$ cat config.mk
export PLATFORM = sky130hd
export DESIGN_NAME = uart_echo
export DESIGN_NICKNAME = d
export VERILOG_FILES = /design/src/hdl/uart_pkg.sv /design/src/hdl/uart_echo.sv /design/src/hdl/uart_tx.sv /design/src/hdl/byte_fifo.sv /design/src/hdl/uart_rx.sv /design/src/hdl/baud_tick_gen.sv
export SDC_FILE = /design/constraint.sdc
export NUM_CORES = 1
export LEC_CHECK = 0
export BUFFER_PORTS_ARGS = -buffer_cell sky130_fd_sc_hd__buf_4
export CAP_MARGIN = 20
export CORE_ASPECT_RATIO = 1.4
export CORE_MARGIN = 5
export CORE_UTILIZATION = 35
export CTS_CLUSTER_DIAMETER = 30
export DETAILED_ROUTE_END_ITERATION = 12
export PLACE_DENSITY = 0.51
export SLEW_MARGIN = 40
export SYNTH_ARGS = -nofsm -noshare
export SYNTH_HDL_FRONTEND = slang
export SYNTH_SLANG_ARGS = --single-unit
$ cat constraint.sdc
create_clock -name clk -period 2.6 [get_ports clk]
set_input_delay 0.52 -clock clk [delete_from_list [all_inputs] [get_ports clk]]
set_output_delay 0.52 -clock clk [all_outputs]
set_load 0.03 [all_outputs]
$ cat src/hdl/uart_pkg.sv
package uart_pkg;

	//////////////////////////////
	// Frame format and timing
	//////////////////////////////

	// One start bit, DATA_BITS data bits LSB first, one stop bit
	localparam int DATA_BITS     = 8;
	localparam int OVERSAMPLE    = 16;
	// One bit time is OVERSAMPLE * CLKS_PER_TICK clk cycles
	localparam int CLKS_PER_TICK = 4;

	// Must stay a power of two
	localparam int FIFO_DEPTH    = 8;

	//////////////////////////////
	// Width types
	//////////////////////////////

	typedef logic [DATA_BITS-1:0]               data_t;
	typedef logic [$clog2(OVERSAMPLE)-1:0]      tick_count_t;
	typedef logic [$clog2(DATA_BITS)-1:0]       bit_count_t;
	typedef logic [$clog2(FIFO_DEPTH)-1:0]      fifo_ptr_t;
	typedef logic [$clog2(FIFO_DEPTH):0]        fifo_count_t;
	typedef logic [$clog2(CLKS_PER_TICK)-1:0]   clk_div_t;

	//////////////////////////////
	// State machines
	//////////////////////////////

	typedef enum logic [1:0] {RX_IDLE, RX_START, RX_DATA, RX_STOP} rx_state_t;
	typedef enum logic [1:0] {TX_IDLE, TX_START, TX_DATA, TX_STOP} tx_state_t;

endpackage
$ cat src/hdl/uart_echo.sv
`timescale 1ns/1ps

module uart_echo
(
	input  logic clk,
	input  logic reset,
	input  logic rx,
	input  logic cts,
	output logic tx,
	output logic overflow
);

	import uart_pkg::*;

	logic  tick;
	logic  rx_done;
	data_t rx_data;
	data_t rd_data;
	logic  pop;
	logic  empty;

	// Shared oversampling tick, same bit time both ways
	baud_tick_gen u_baud_tick_gen
	(
		.clk   (clk),
		.reset (reset),
		.tick  (tick)
	);

	uart_rx u_uart_rx
	(
		.clk     (clk),
		.reset   (reset),
		.rx      (rx),
		.tick    (tick),
		.rx_done (rx_done),
		.rx_data (rx_data)
	);

	// Received bytes wait here while cts is low
	byte_fifo u_byte_fifo
	(
		.clk      (clk),
		.reset    (reset),
		.wr       (rx_done),
		.wr_data  (rx_data),
		.pop      (pop),
		.rd_data  (rd_data),
		.empty    (empty),
		.full     (),
		.overflow (overflow)
	);

	uart_tx u_uart_tx
	(
		.clk     (clk),
		.reset   (reset),
		.tick    (tick),
		.cts     (cts),
		.empty   (empty),
		.rd_data (rd_data),
		.pop     (pop),
		.tx      (tx)
	);

endmodule

$ cat src/hdl/uart_tx.sv
`timescale 1ns/1ps

module uart_tx
(
	input  logic            clk,
	input  logic            reset,
	input  logic            tick,
	input  logic            cts,
	input  logic            empty,
	input  uart_pkg::data_t rd_data,
	output logic            pop,
	output logic            tx
);

	import uart_pkg::*;

	tx_state_t   state;
	tx_state_t   state_next;
	tick_count_t tick_cnt;
	tick_count_t tick_cnt_next;
	bit_count_t  bit_cnt;
	bit_count_t  bit_cnt_next;
	data_t       shift_reg;
	data_t       shift_next;
	logic        tx_next;

	// Pop straight from idle, byte taken in the same cycle
	assign pop = (state == TX_IDLE) && cts && !empty;

	//////////////////////////////
	// State registers
	//////////////////////////////

	always_ff @(posedge clk or posedge reset)
	begin
		if (reset)
		begin
			state     <= TX_IDLE;
			tick_cnt  <= '0;
			bit_cnt   <= '0;
			shift_reg <= '0;
			tx        <= 1'b1;
		end
		else
		begin
			state     <= state_next;
			tick_cnt  <= tick_cnt_next;
			bit_cnt   <= bit_cnt_next;
			shift_reg <= shift_next;
			tx        <= tx_next;
		end
	end

	//////////////////////////////
	// Next state logic
	//////////////////////////////

	always_comb
	begin
		state_next    = state;
		tick_cnt_next = tick_cnt;
		bit_cnt_next  = bit_cnt;
		shift_next    = shift_reg;
		tx_next       = tx;

		case (state)
			TX_IDLE:
				if (pop)
				begin
					state_next    = TX_START;
					tick_cnt_next = '0;
					shift_next    = rd_data;
					tx_next       = 1'b0;
				end

			TX_START:
				if (tick)
				begin
					if (tick_cnt == tick_count_t'(OVERSAMPLE - 1))
					begin
						state_next    = TX_DATA;
						tick_cnt_next = '0;
						bit_cnt_next  = '0;
						tx_next       = shift_reg[0];
					end
					else
						tick_cnt_next = tick_cnt + 1'b1;
				end

			TX_DATA:
				if (tick)
				begin
					if (tick_cnt == tick_count_t'(OVERSAMPLE - 1))
					begin
						tick_cnt_next = '0;
						if (bit_cnt == bit_count_t'(DATA_BITS - 1))
						begin
							state_next = TX_STOP;
							tx_next    = 1'b1;
						end
						else
						begin
							// LSB first, next bit is the one above
							shift_next   = shift_reg >> 1;
							tx_next      = shift_reg[1];
							bit_cnt_next = bit_cnt + 1'b1;
						end
					end
					else
						tick_cnt_next = tick_cnt + 1'b1;
				end

			TX_STOP:
				if (tick)
				begin
					if (tick_cnt == tick_count_t'(OVERSAMPLE - 1))
						state_next = TX_IDLE;
					else
						tick_cnt_next = tick_cnt + 1'b1;
				end
		endcase
	end

	// Line idles high
	assert property (@(posedge clk) disable iff (reset) (state == TX_IDLE) |-> tx);

endmodule

$ cat src/hdl/byte_fifo.sv
`timescale 1ns/1ps

module byte_fifo
(
	input  logic            clk,
	input  logic            reset,
	input  logic            wr,
	input  uart_pkg::data_t wr_data,
	input  logic            pop,
	output uart_pkg::data_t rd_data,
	output logic            empty,
	output logic            full,
	output logic            overflow
);

	import uart_pkg::*;

	data_t       mem [FIFO_DEPTH];
	fifo_ptr_t   wr_ptr;
	fifo_ptr_t   rd_ptr;
	fifo_count_t count;
	logic        do_write;
	logic        do_pop;

	// A write into a full buffer is lost
	assign do_write = wr && !full;
	assign do_pop   = pop && !empty;

	assign empty = (count == '0);
	assign full  = (count == fifo_count_t'(FIFO_DEPTH));

	// Oldest entry always on the output
	assign rd_data = mem[rd_ptr];

	always_ff @(posedge clk)
	begin
		if (do_write)
			mem[wr_ptr] <= wr_data;
	end

	//////////////////////////////
	// Pointers and fill level
	//////////////////////////////

	always_ff @(posedge clk or posedge reset)
	begin
		if (reset)
		begin
			wr_ptr <= '0;
			rd_ptr <= '0;
			count  <= '0;
		end
		else
		begin
			// Pointers wrap naturally at FIFO_DEPTH
			if (do_write)
				wr_ptr <= wr_ptr + 1'b1;
			if (do_pop)
				rd_ptr <= rd_ptr + 1'b1;

			case ({do_write, do_pop})
				2'b10:   count <= count + 1'b1;
				2'b01:   count <= count - 1'b1;
				default: count <= count;
			endcase
		end
	end

	// Sticky until the next reset
	always_ff @(posedge clk or posedge reset)
	begin
		if (reset)
		begin
			overflow <= 1'b0;
		end
		else if (wr && full)
		begin
			overflow <= 1'b1;
		end
	end

	// Transmitter only pops what is there
	assert property (@(posedge clk) disable iff (reset) pop |-> !empty);

endmodule

$ cat src/hdl/uart_rx.sv
`timescale 1ns/1ps

module uart_rx
(
	input  logic            clk,
	input  logic            reset,
	input  logic            rx,
	input  logic            tick,
	output logic            rx_done,
	output uart_pkg::data_t rx_data
);

	import uart_pkg::*;

	logic        rx_meta;
	logic        rx_sync;

	rx_state_t   state;
	rx_state_t   state_next;
	tick_count_t tick_cnt;
	tick_count_t tick_cnt_next;
	bit_count_t  bit_cnt;
	bit_count_t  bit_cnt_next;
	data_t       shift_reg;
	data_t       shift_next;

	assign rx_data = shift_reg;

	// Two-flop synchronizer, idles high like the line
	always_ff @(posedge clk or posedge reset)
	begin
		if (reset)
		begin
			rx_meta <= 1'b1;
			rx_sync <= 1'b1;
		end
		else
		begin
			rx_meta <= rx;
			rx_sync <= rx_meta;
		end
	end

	//////////////////////////////
	// State registers
	//////////////////////////////

	always_ff @(posedge clk or posedge reset)
	begin
		if (reset)
		begin
			state     <= RX_IDLE;
			tick_cnt  <= '0;
			bit_cnt   <= '0;
			shift_reg <= '0;
		end
		else
		begin
			state     <= state_next;
			tick_cnt  <= tick_cnt_next;
			bit_cnt   <= bit_cnt_next;
			shift_reg <= shift_next;
		end
	end

	//////////////////////////////
	// Next state logic
	//////////////////////////////

	always_comb
	begin
		state_next    = state;
		tick_cnt_next = tick_cnt;
		bit_cnt_next  = bit_cnt;
		shift_next    = shift_reg;
		rx_done       = 1'b0;

		case (state)
			RX_IDLE:
				// Falling edge starts a frame
				if (!rx_sync)
				begin
					state_next    = RX_START;
					tick_cnt_next = '0;
				end

			RX_START:
				if (tick)
				begin
					// Half a bit in lands mid start bit
					if (tick_cnt == tick_count_t'(OVERSAMPLE / 2 - 1))
					begin
						state_next    = RX_DATA;
						tick_cnt_next = '0;
						bit_cnt_next  = '0;
					end
					else
						tick_cnt_next = tick_cnt + 1'b1;
				end

			RX_DATA:
				if (tick)
				begin
					if (tick_cnt == tick_count_t'(OVERSAMPLE - 1))
					begin
						tick_cnt_next = '0;
						// New bits enter at the MSB, so bit 0 ends at the bottom
						shift_next    = {rx_sync, shift_reg[DATA_BITS-1:1]};
						if (bit_cnt == bit_count_t'(DATA_BITS - 1))
							state_next = RX_STOP;
						else
							bit_cnt_next = bit_cnt + 1'b1;
					end
					else
						tick_cnt_next = tick_cnt + 1'b1;
				end

			RX_STOP:
				if (tick)
				begin
					// Mid stop bit, value not checked
					if (tick_cnt == tick_count_t'(OVERSAMPLE - 1))
					begin
						state_next = RX_IDLE;
						rx_done    = 1'b1;
					end
					else
						tick_cnt_next = tick_cnt + 1'b1;
				end
		endcase
	end

	// Done only ends a frame and hands control back to idle
	assert property (@(posedge clk) disable iff (reset)
		rx_done |-> (state == RX_STOP && tick) ##1 (state == RX_IDLE));

endmodule

$ cat src/hdl/baud_tick_gen.sv
`timescale 1ns/1ps

module baud_tick_gen
(
	input  logic clk,
	input  logic reset,
	output logic tick
);

	import uart_pkg::*;

	clk_div_t div_cnt;

	// Free running divider, wraps every CLKS_PER_TICK cycles
	always_ff @(posedge clk or posedge reset)
	begin
		if (reset)
		begin
			div_cnt <= '0;
		end
		else if (div_cnt == clk_div_t'(CLKS_PER_TICK - 1))
		begin
			div_cnt <= '0;
		end
		else
		begin
			div_cnt <= div_cnt + 1'b1;
		end
	end

	// High for the single cycle in which the divider wraps
	assign tick = (div_cnt == clk_div_t'(CLKS_PER_TICK - 1));

endmodule

Word level (Yosys, flattened, before mapping)
Memories as Yosys holds them, arrays and structs flattened.
Index checks and enable logic that the tools add are counted.

storage, ports and cells
  flip-flop bits (word level) = 50
  RAM bits = 64
  output and inout bits = 2
  memories = 1

operators by class
  add/sub/neg operators = 9
  equality and inequality tests = 36
  mux-type cells = 63
  reductions and logical operators = 25

memory list
  memory           words  bits a word  read ports  clocked after Yosys merged registers in  wr ports  line             RTL
  u_byte_fifo.mem  8      8            1           0                                        1         byte_fifo.sv:18  data_t mem [FIFO_DEPTH];

operators with widths
  operator                                                                  number
  4-bit two-way mux                                                         12
  2-bit two-way mux                                                         17
  8-bit two-way mux                                                         4
  3-bit two-way mux                                                         10
  2-bit inequality test (second input constant)                             12
  2-bit by 1-bit inequality test with 1-bit output (second input constant)  9
  6-bit AND reduction                                                       3
  2-bit case mux with 4 select lines                                        2
  4-bit case mux with 4 select lines                                        1
  8-bit case mux with 2 select lines                                        1
  8-bit AND reduction                                                       2
  3-bit by 1-bit adder with 3-bit output (second input constant)            4
  4-bit by 1-bit adder with 4-bit output (second input constant)            3
  2-bit equality test (second input constant)                               6
  4-bit equality test (second input constant)                               3
  3-bit case mux with 2 select lines                                        2
  4-bit case mux with 3 select lines                                        1
  1-bit two-way mux                                                         11
  5-bit AND reduction                                                       2
  4-bit case mux with 2 select lines                                        1
  2-bit nonzero test                                                        4
  2-bit by 1-bit equality test with 1-bit output (second input constant)    3
  3-bit equality test (second input constant)                               2
  1-bit logical AND                                                         5
  11 further kinds                                                          13

Logic depth before layout (Yosys ltp)
  depth in word-level cells = 7
  depth in mapped cells = 12

Hierarchy
From an unflattened synthesis, not the netlist that was laid out.

second synthesis, totals
  cells, all modules = 359
  area total of the unflattened synthesis = 5,385.2 sq um

modules (own cells, without submodules)
  module         instances  cells an instance  area an instance (sq um)  sequential area each (sq um)
  byte_fifo      1          163                3,168.0                   2,197.1
  uart_tx        1          104                1,142.3                   451.7
  uart_rx        1          87                 1,004.7                   478.0
  baud_tick_gen  1          5                  70.1                      50.0

Least setup slack after synthesis
No wires, ideal clock.

  path kind = flip-flop to flip-flop
  start point = register u_baud_tick_gen.div_cnt[0]
  end point = memory u_byte_fifo.mem[0][0] (netlist bit), enable pin
  data arrival time = 2.336 ns
  path slack = -0.130 ns
  cell stages (with the launch flop) = 7
  buffers on the path = 1
  cell sequence = dfrtp_1 > ha_1 > clkbuf_1 > nand2_1 > a211oi_1 > clkinv_1 > nor4_1

between the ends
  longest elaborated chain between the ends = 6

RTL lines
  item                                     line                 RTL
  start, declared                          baud_tick_gen.sv:12  clk_div_t div_cnt;
  start signal, assigned                   baud_tick_gen.sv:27  div_cnt <= div_cnt + 1'b1;
  2-bit equality test                      baud_tick_gen.sv:32  assign tick = (div_cnt == clk_div_t'(CLKS_PER_TICK - 1));
  1-bit two-way mux                        uart_rx.sv:119       if (tick)
  1-bit two-way mux                        uart_rx.sv:78        case (state)
  1-bit logical AND                        byte_fifo.sv:26      assign do_write = wr && !full;
  1-bit two-way mux                        byte_fifo.sv:37      if (do_write)
  1-bit two-way mux (implied by the code)  byte_fifo.sv:38      mem[wr_ptr] <= wr_data;
  end, declared                            byte_fifo.sv:18

No other way between the ends.

Final worst setup path
  start point = register u_byte_fifo.count[1]
  end point = register u_byte_fifo.count[2]

between the ends
  longest elaborated chain between the ends = 6
  elaborated cells between the ends (all ways) = 13
  classes of those cells = add/sub: 2; eq/ne: 3; mux: 1; reduce/logical: 7

RTL lines
  item                                                                                          line                            RTL
  start, declared                                                                               byte_fifo.sv:21                 fifo_count_t count;
  start signal, assigned                                                                        byte_fifo.sv:62                 2'b10: count <= count + 1'b1;
  start signal, assigned                                                                        byte_fifo.sv:63                 2'b01: count <= count - 1'b1;
  start signal, assigned                                                                        byte_fifo.sv:64                 default: count <= count;
  4-bit logical NOT                                                                             byte_fifo.sv:29                 assign empty = (count == '0);
  1-bit logical NOT                                                                             uart_tx.sv:28, byte_fifo.sv:27
  1-bit logical AND                                                                             uart_tx.sv:28                   assign pop = (state == TX_IDLE) && cts && !empty;
  1-bit logical AND                                                                             byte_fifo.sv:27                 assign do_pop = pop && !empty;
  2-bit by 1-bit equality test with 1-bit output / 2-bit equality test (equally long branches)  byte_fifo.sv:61                 case ({do_write, do_pop})
  4-bit case mux with 2 select lines / 2-bit nonzero test (equally long branches)               -

Several ways; a longest one is shown, not always the timed one.
A chain may end at the register's enable or synchronous reset.

==> metrics <==
max cap viols 0; Final nets roughly 400; register area share after synthesis 0.611; fin cells about 580; final hold vios 0; Warnings, synthesis 0; floorplan row count 52; crit start category flip-flop; pin count of the biggest net entering global routing 31; Crit Path Max Fanout 7; Mean Syn Cell Area ~15 µm²; Post-Synthesis Cells between 300 and 400; I/O Buffers 5; aggregate global routing overflow 0; CTS clk-pin slew, worst paths 50 ps; post-DP HPWL 6130 µm; Netlist cell types 50; Critical Path End Type flip-flop; critical path class reg -> reg; worst-margin pin slew between 600 and 700 ps; clock root buffer clkbuf_16; H-tree levels 4; Post-Route WL a little under 9000 µm; vias per cell roughly 4.9; fraction of layout cells with a size suffix above 1 0.272; post-placement cell count about 550; total power draw 4.23 mW; Post-DRT Antenna Nets 0; CTS Sinks 114; Die Height approximately 150 µm; routed len/inst 15.4 µm; Syn-to-layout area delta 18.1%; pwr dens about 690 nW/µm²; IO Pins 6; peak supply drop around 0.43 mV; Post-synth EDFFs 64; Worst-Skew Late Latency 410 ps; WP data required around 2900 ps; vias in the first global route roughly 3.0k; crit share post-route 0.927; Max Clock Skew 15.1 ps; DRC viols 0; TNS Setup 0 ps; Top FF cell, synth edfxtp_1; Core Area approximately 15000 µm²; fin. max-slew vios 0; unrepaired setup endpoints after global routing false; max FFs per register 64; initial antenna violation count 0; CTS Buf Count 17; Synth Cell Area 5200 µm²; WP data arrival about 2700 ps; die area between 15000 and 20000 µm²; 1st-iter DRT viols 105; fin crit period around 2400 ps; Starting Density 0.358; CTS tree done; Slew headroom 0.591; Hold Crit Class in -> async; Final GP Congestion between 0.7 and 0.8; clk buf depth 2; setup violators final 0; GR Util All Layers 0.112; Post-synth ARST share 0.439; Setup Buffers After CTS 0; Pre-Repair DR Iteration Count 4; syn_nets 374; Hold WS about 150 ps; outcome complete, no violations; leakage power total about 2.2 nW; FF+latch count, synth 114; first-pass GRT wire length 15200 µm; antenna cells 0; die width approximately 110 µm; Via Count ~2.8k; FILL cells 1311; fin util 0.423; fmax 0.415 GHz
## cells by family (layout without fill, tap and decap cells)
group           after synthesis  after routing  share of synthesized area
flops                       114            114                      0.611
fa+ha+maj                    22             22                     0.0529
simple gates                 79             79                     0.0748
buf+inv                      26             68                     0.0279
compound gates               41             41                     0.0563
mux                          57             57                      0.162
xor+xnor                      9              9                     0.0152
## per-layer routing
metal | global-route usage | wire [µm] | vias to the layer above
li1 | - | - | 1376
met1 | 0.129 | 3870 | 1415
met2 | 0.192 | 4690 | 23
met3 | 0.0332 | 192 | 15
met4 | 0.0481 | 173 | 0
met5 | 0 | 0 | -
## where the power goes
part	internal [mW]	total, mW	switching, mW
clock network	1.54	2.30	0.763
registers	1.90	1.90	0.000609
logic	0.00683	0.0242	0.0174
## cells in the mapped netlist (all sizes together) (5+ instances only)
cell / n / area, µm²
nand2: 23 / 86.3
clkbuf: 7 / 26.3
dfrtp: 47 / 1180
a21oi: 5 / 25.0
nand2b: 6 / 37.5
nand3: 8 / 40.0
edfxtp: 64 / 1920
o21ai: 9 / 45.0
xnor2: 5 / 43.8
buf: 6 / 70.1
ha: 22 / 275
nor3: 7 / 35.0
mux2i: 7 / 70.1
mux2: 35 / 394
inv: 12 / 45.0
nor2: 16 / 60.1
mux4: 15 / 379
nor2b: 7 / 43.8
## metrics by stage
stage	instance area (µm²)	worst slack (ps)
floorplan	5210	139
global placement	5550	229
detailed placement	5550	182
CTS	6140	171
global route	6140	21.2
finish	6140	190
## worst max-delay path, cell delays in order, from the launching register on
cell     delay, ps
dfrtp_1        440
o41a_1         470
and2_2         260
ha_1           270
xor2_1         160
ha_1           180
a21oi_1        150
xor2_1         150
nor2_1          60
xor2_1         140
## layout make-up
| cell class | instances | area [µm²] | area share |
|---|---|---|---|
| well taps | 189 | 236 | 0.0385 |
| multi-input cells | 208 | 1890 | 0.308 |
| clock inverters | 11 | 136 | 0.0222 |
| repair buffers | 24 | 193 | 0.0314 |
| clock buffers | 20 | 457 | 0.0744 |
| inverters | 13 | 50.0 | 0.00815 |
| flip-flops and latches | 114 | 3180 | 0.517 |
## path summary, 6_finish.rpt
check / cells past startpoint / start / slack (ps) / end
max in group asynchronous: 3 / reset / 1850 / u_uart_rx.rx_sync
max: 9 / u_byte_fifo.count[1] / 190 / u_byte_fifo.count[2]
min in group clk: 1 / rx / 220 / u_uart_rx.rx_meta
max reg2reg: 9 / u_byte_fifo.count[1] / 190 / u_byte_fifo.count[2]
min reg2reg: 0 / u_uart_rx.rx_meta / 360 / u_uart_rx.rx_sync
min: 2 / reset / 150 / u_uart_tx.tick_cnt[1]
## placed cells by master, fill, tap and decap left out, types with 3 or more instances in the layout
cell type   synthesis  layout
a31oi_1             3       3
xnor2_1             5       5
nor3_1              7       7
mux4_2              4       4
nand2_1            23      23
mux2_2             35      35
clkbuf_16           0      17
xor2_1              4       4
o221ai_1            3       3
bufinv_16           0       3
clkinv_2            0       5
ha_1               22      22
o21ai_0             9       9
inv_1              12      11
nand2b_1            6       6
o21bai_1            3       3
a21oi_1             5       5
clkinvlp_4          0       3
buf_4               0      23
dfstp_2             3       3
mux4_1             11      11
edfxtp_1           64      64
nor2_1             16      16
nor2b_1             7       7
mux2i_1             7       7
dfrtp_1            47      47
nand3_1             8       8
## repair_timing
item | in CTS | in global routing
endpoints found under the hold margin | 0 | 0
gates resized for setup | 0 | 1
hold buffers | 0 | 0
endpoints found under the setup margin | 0 | 1
No activity file was read; power rests on OpenSTA's default activity.
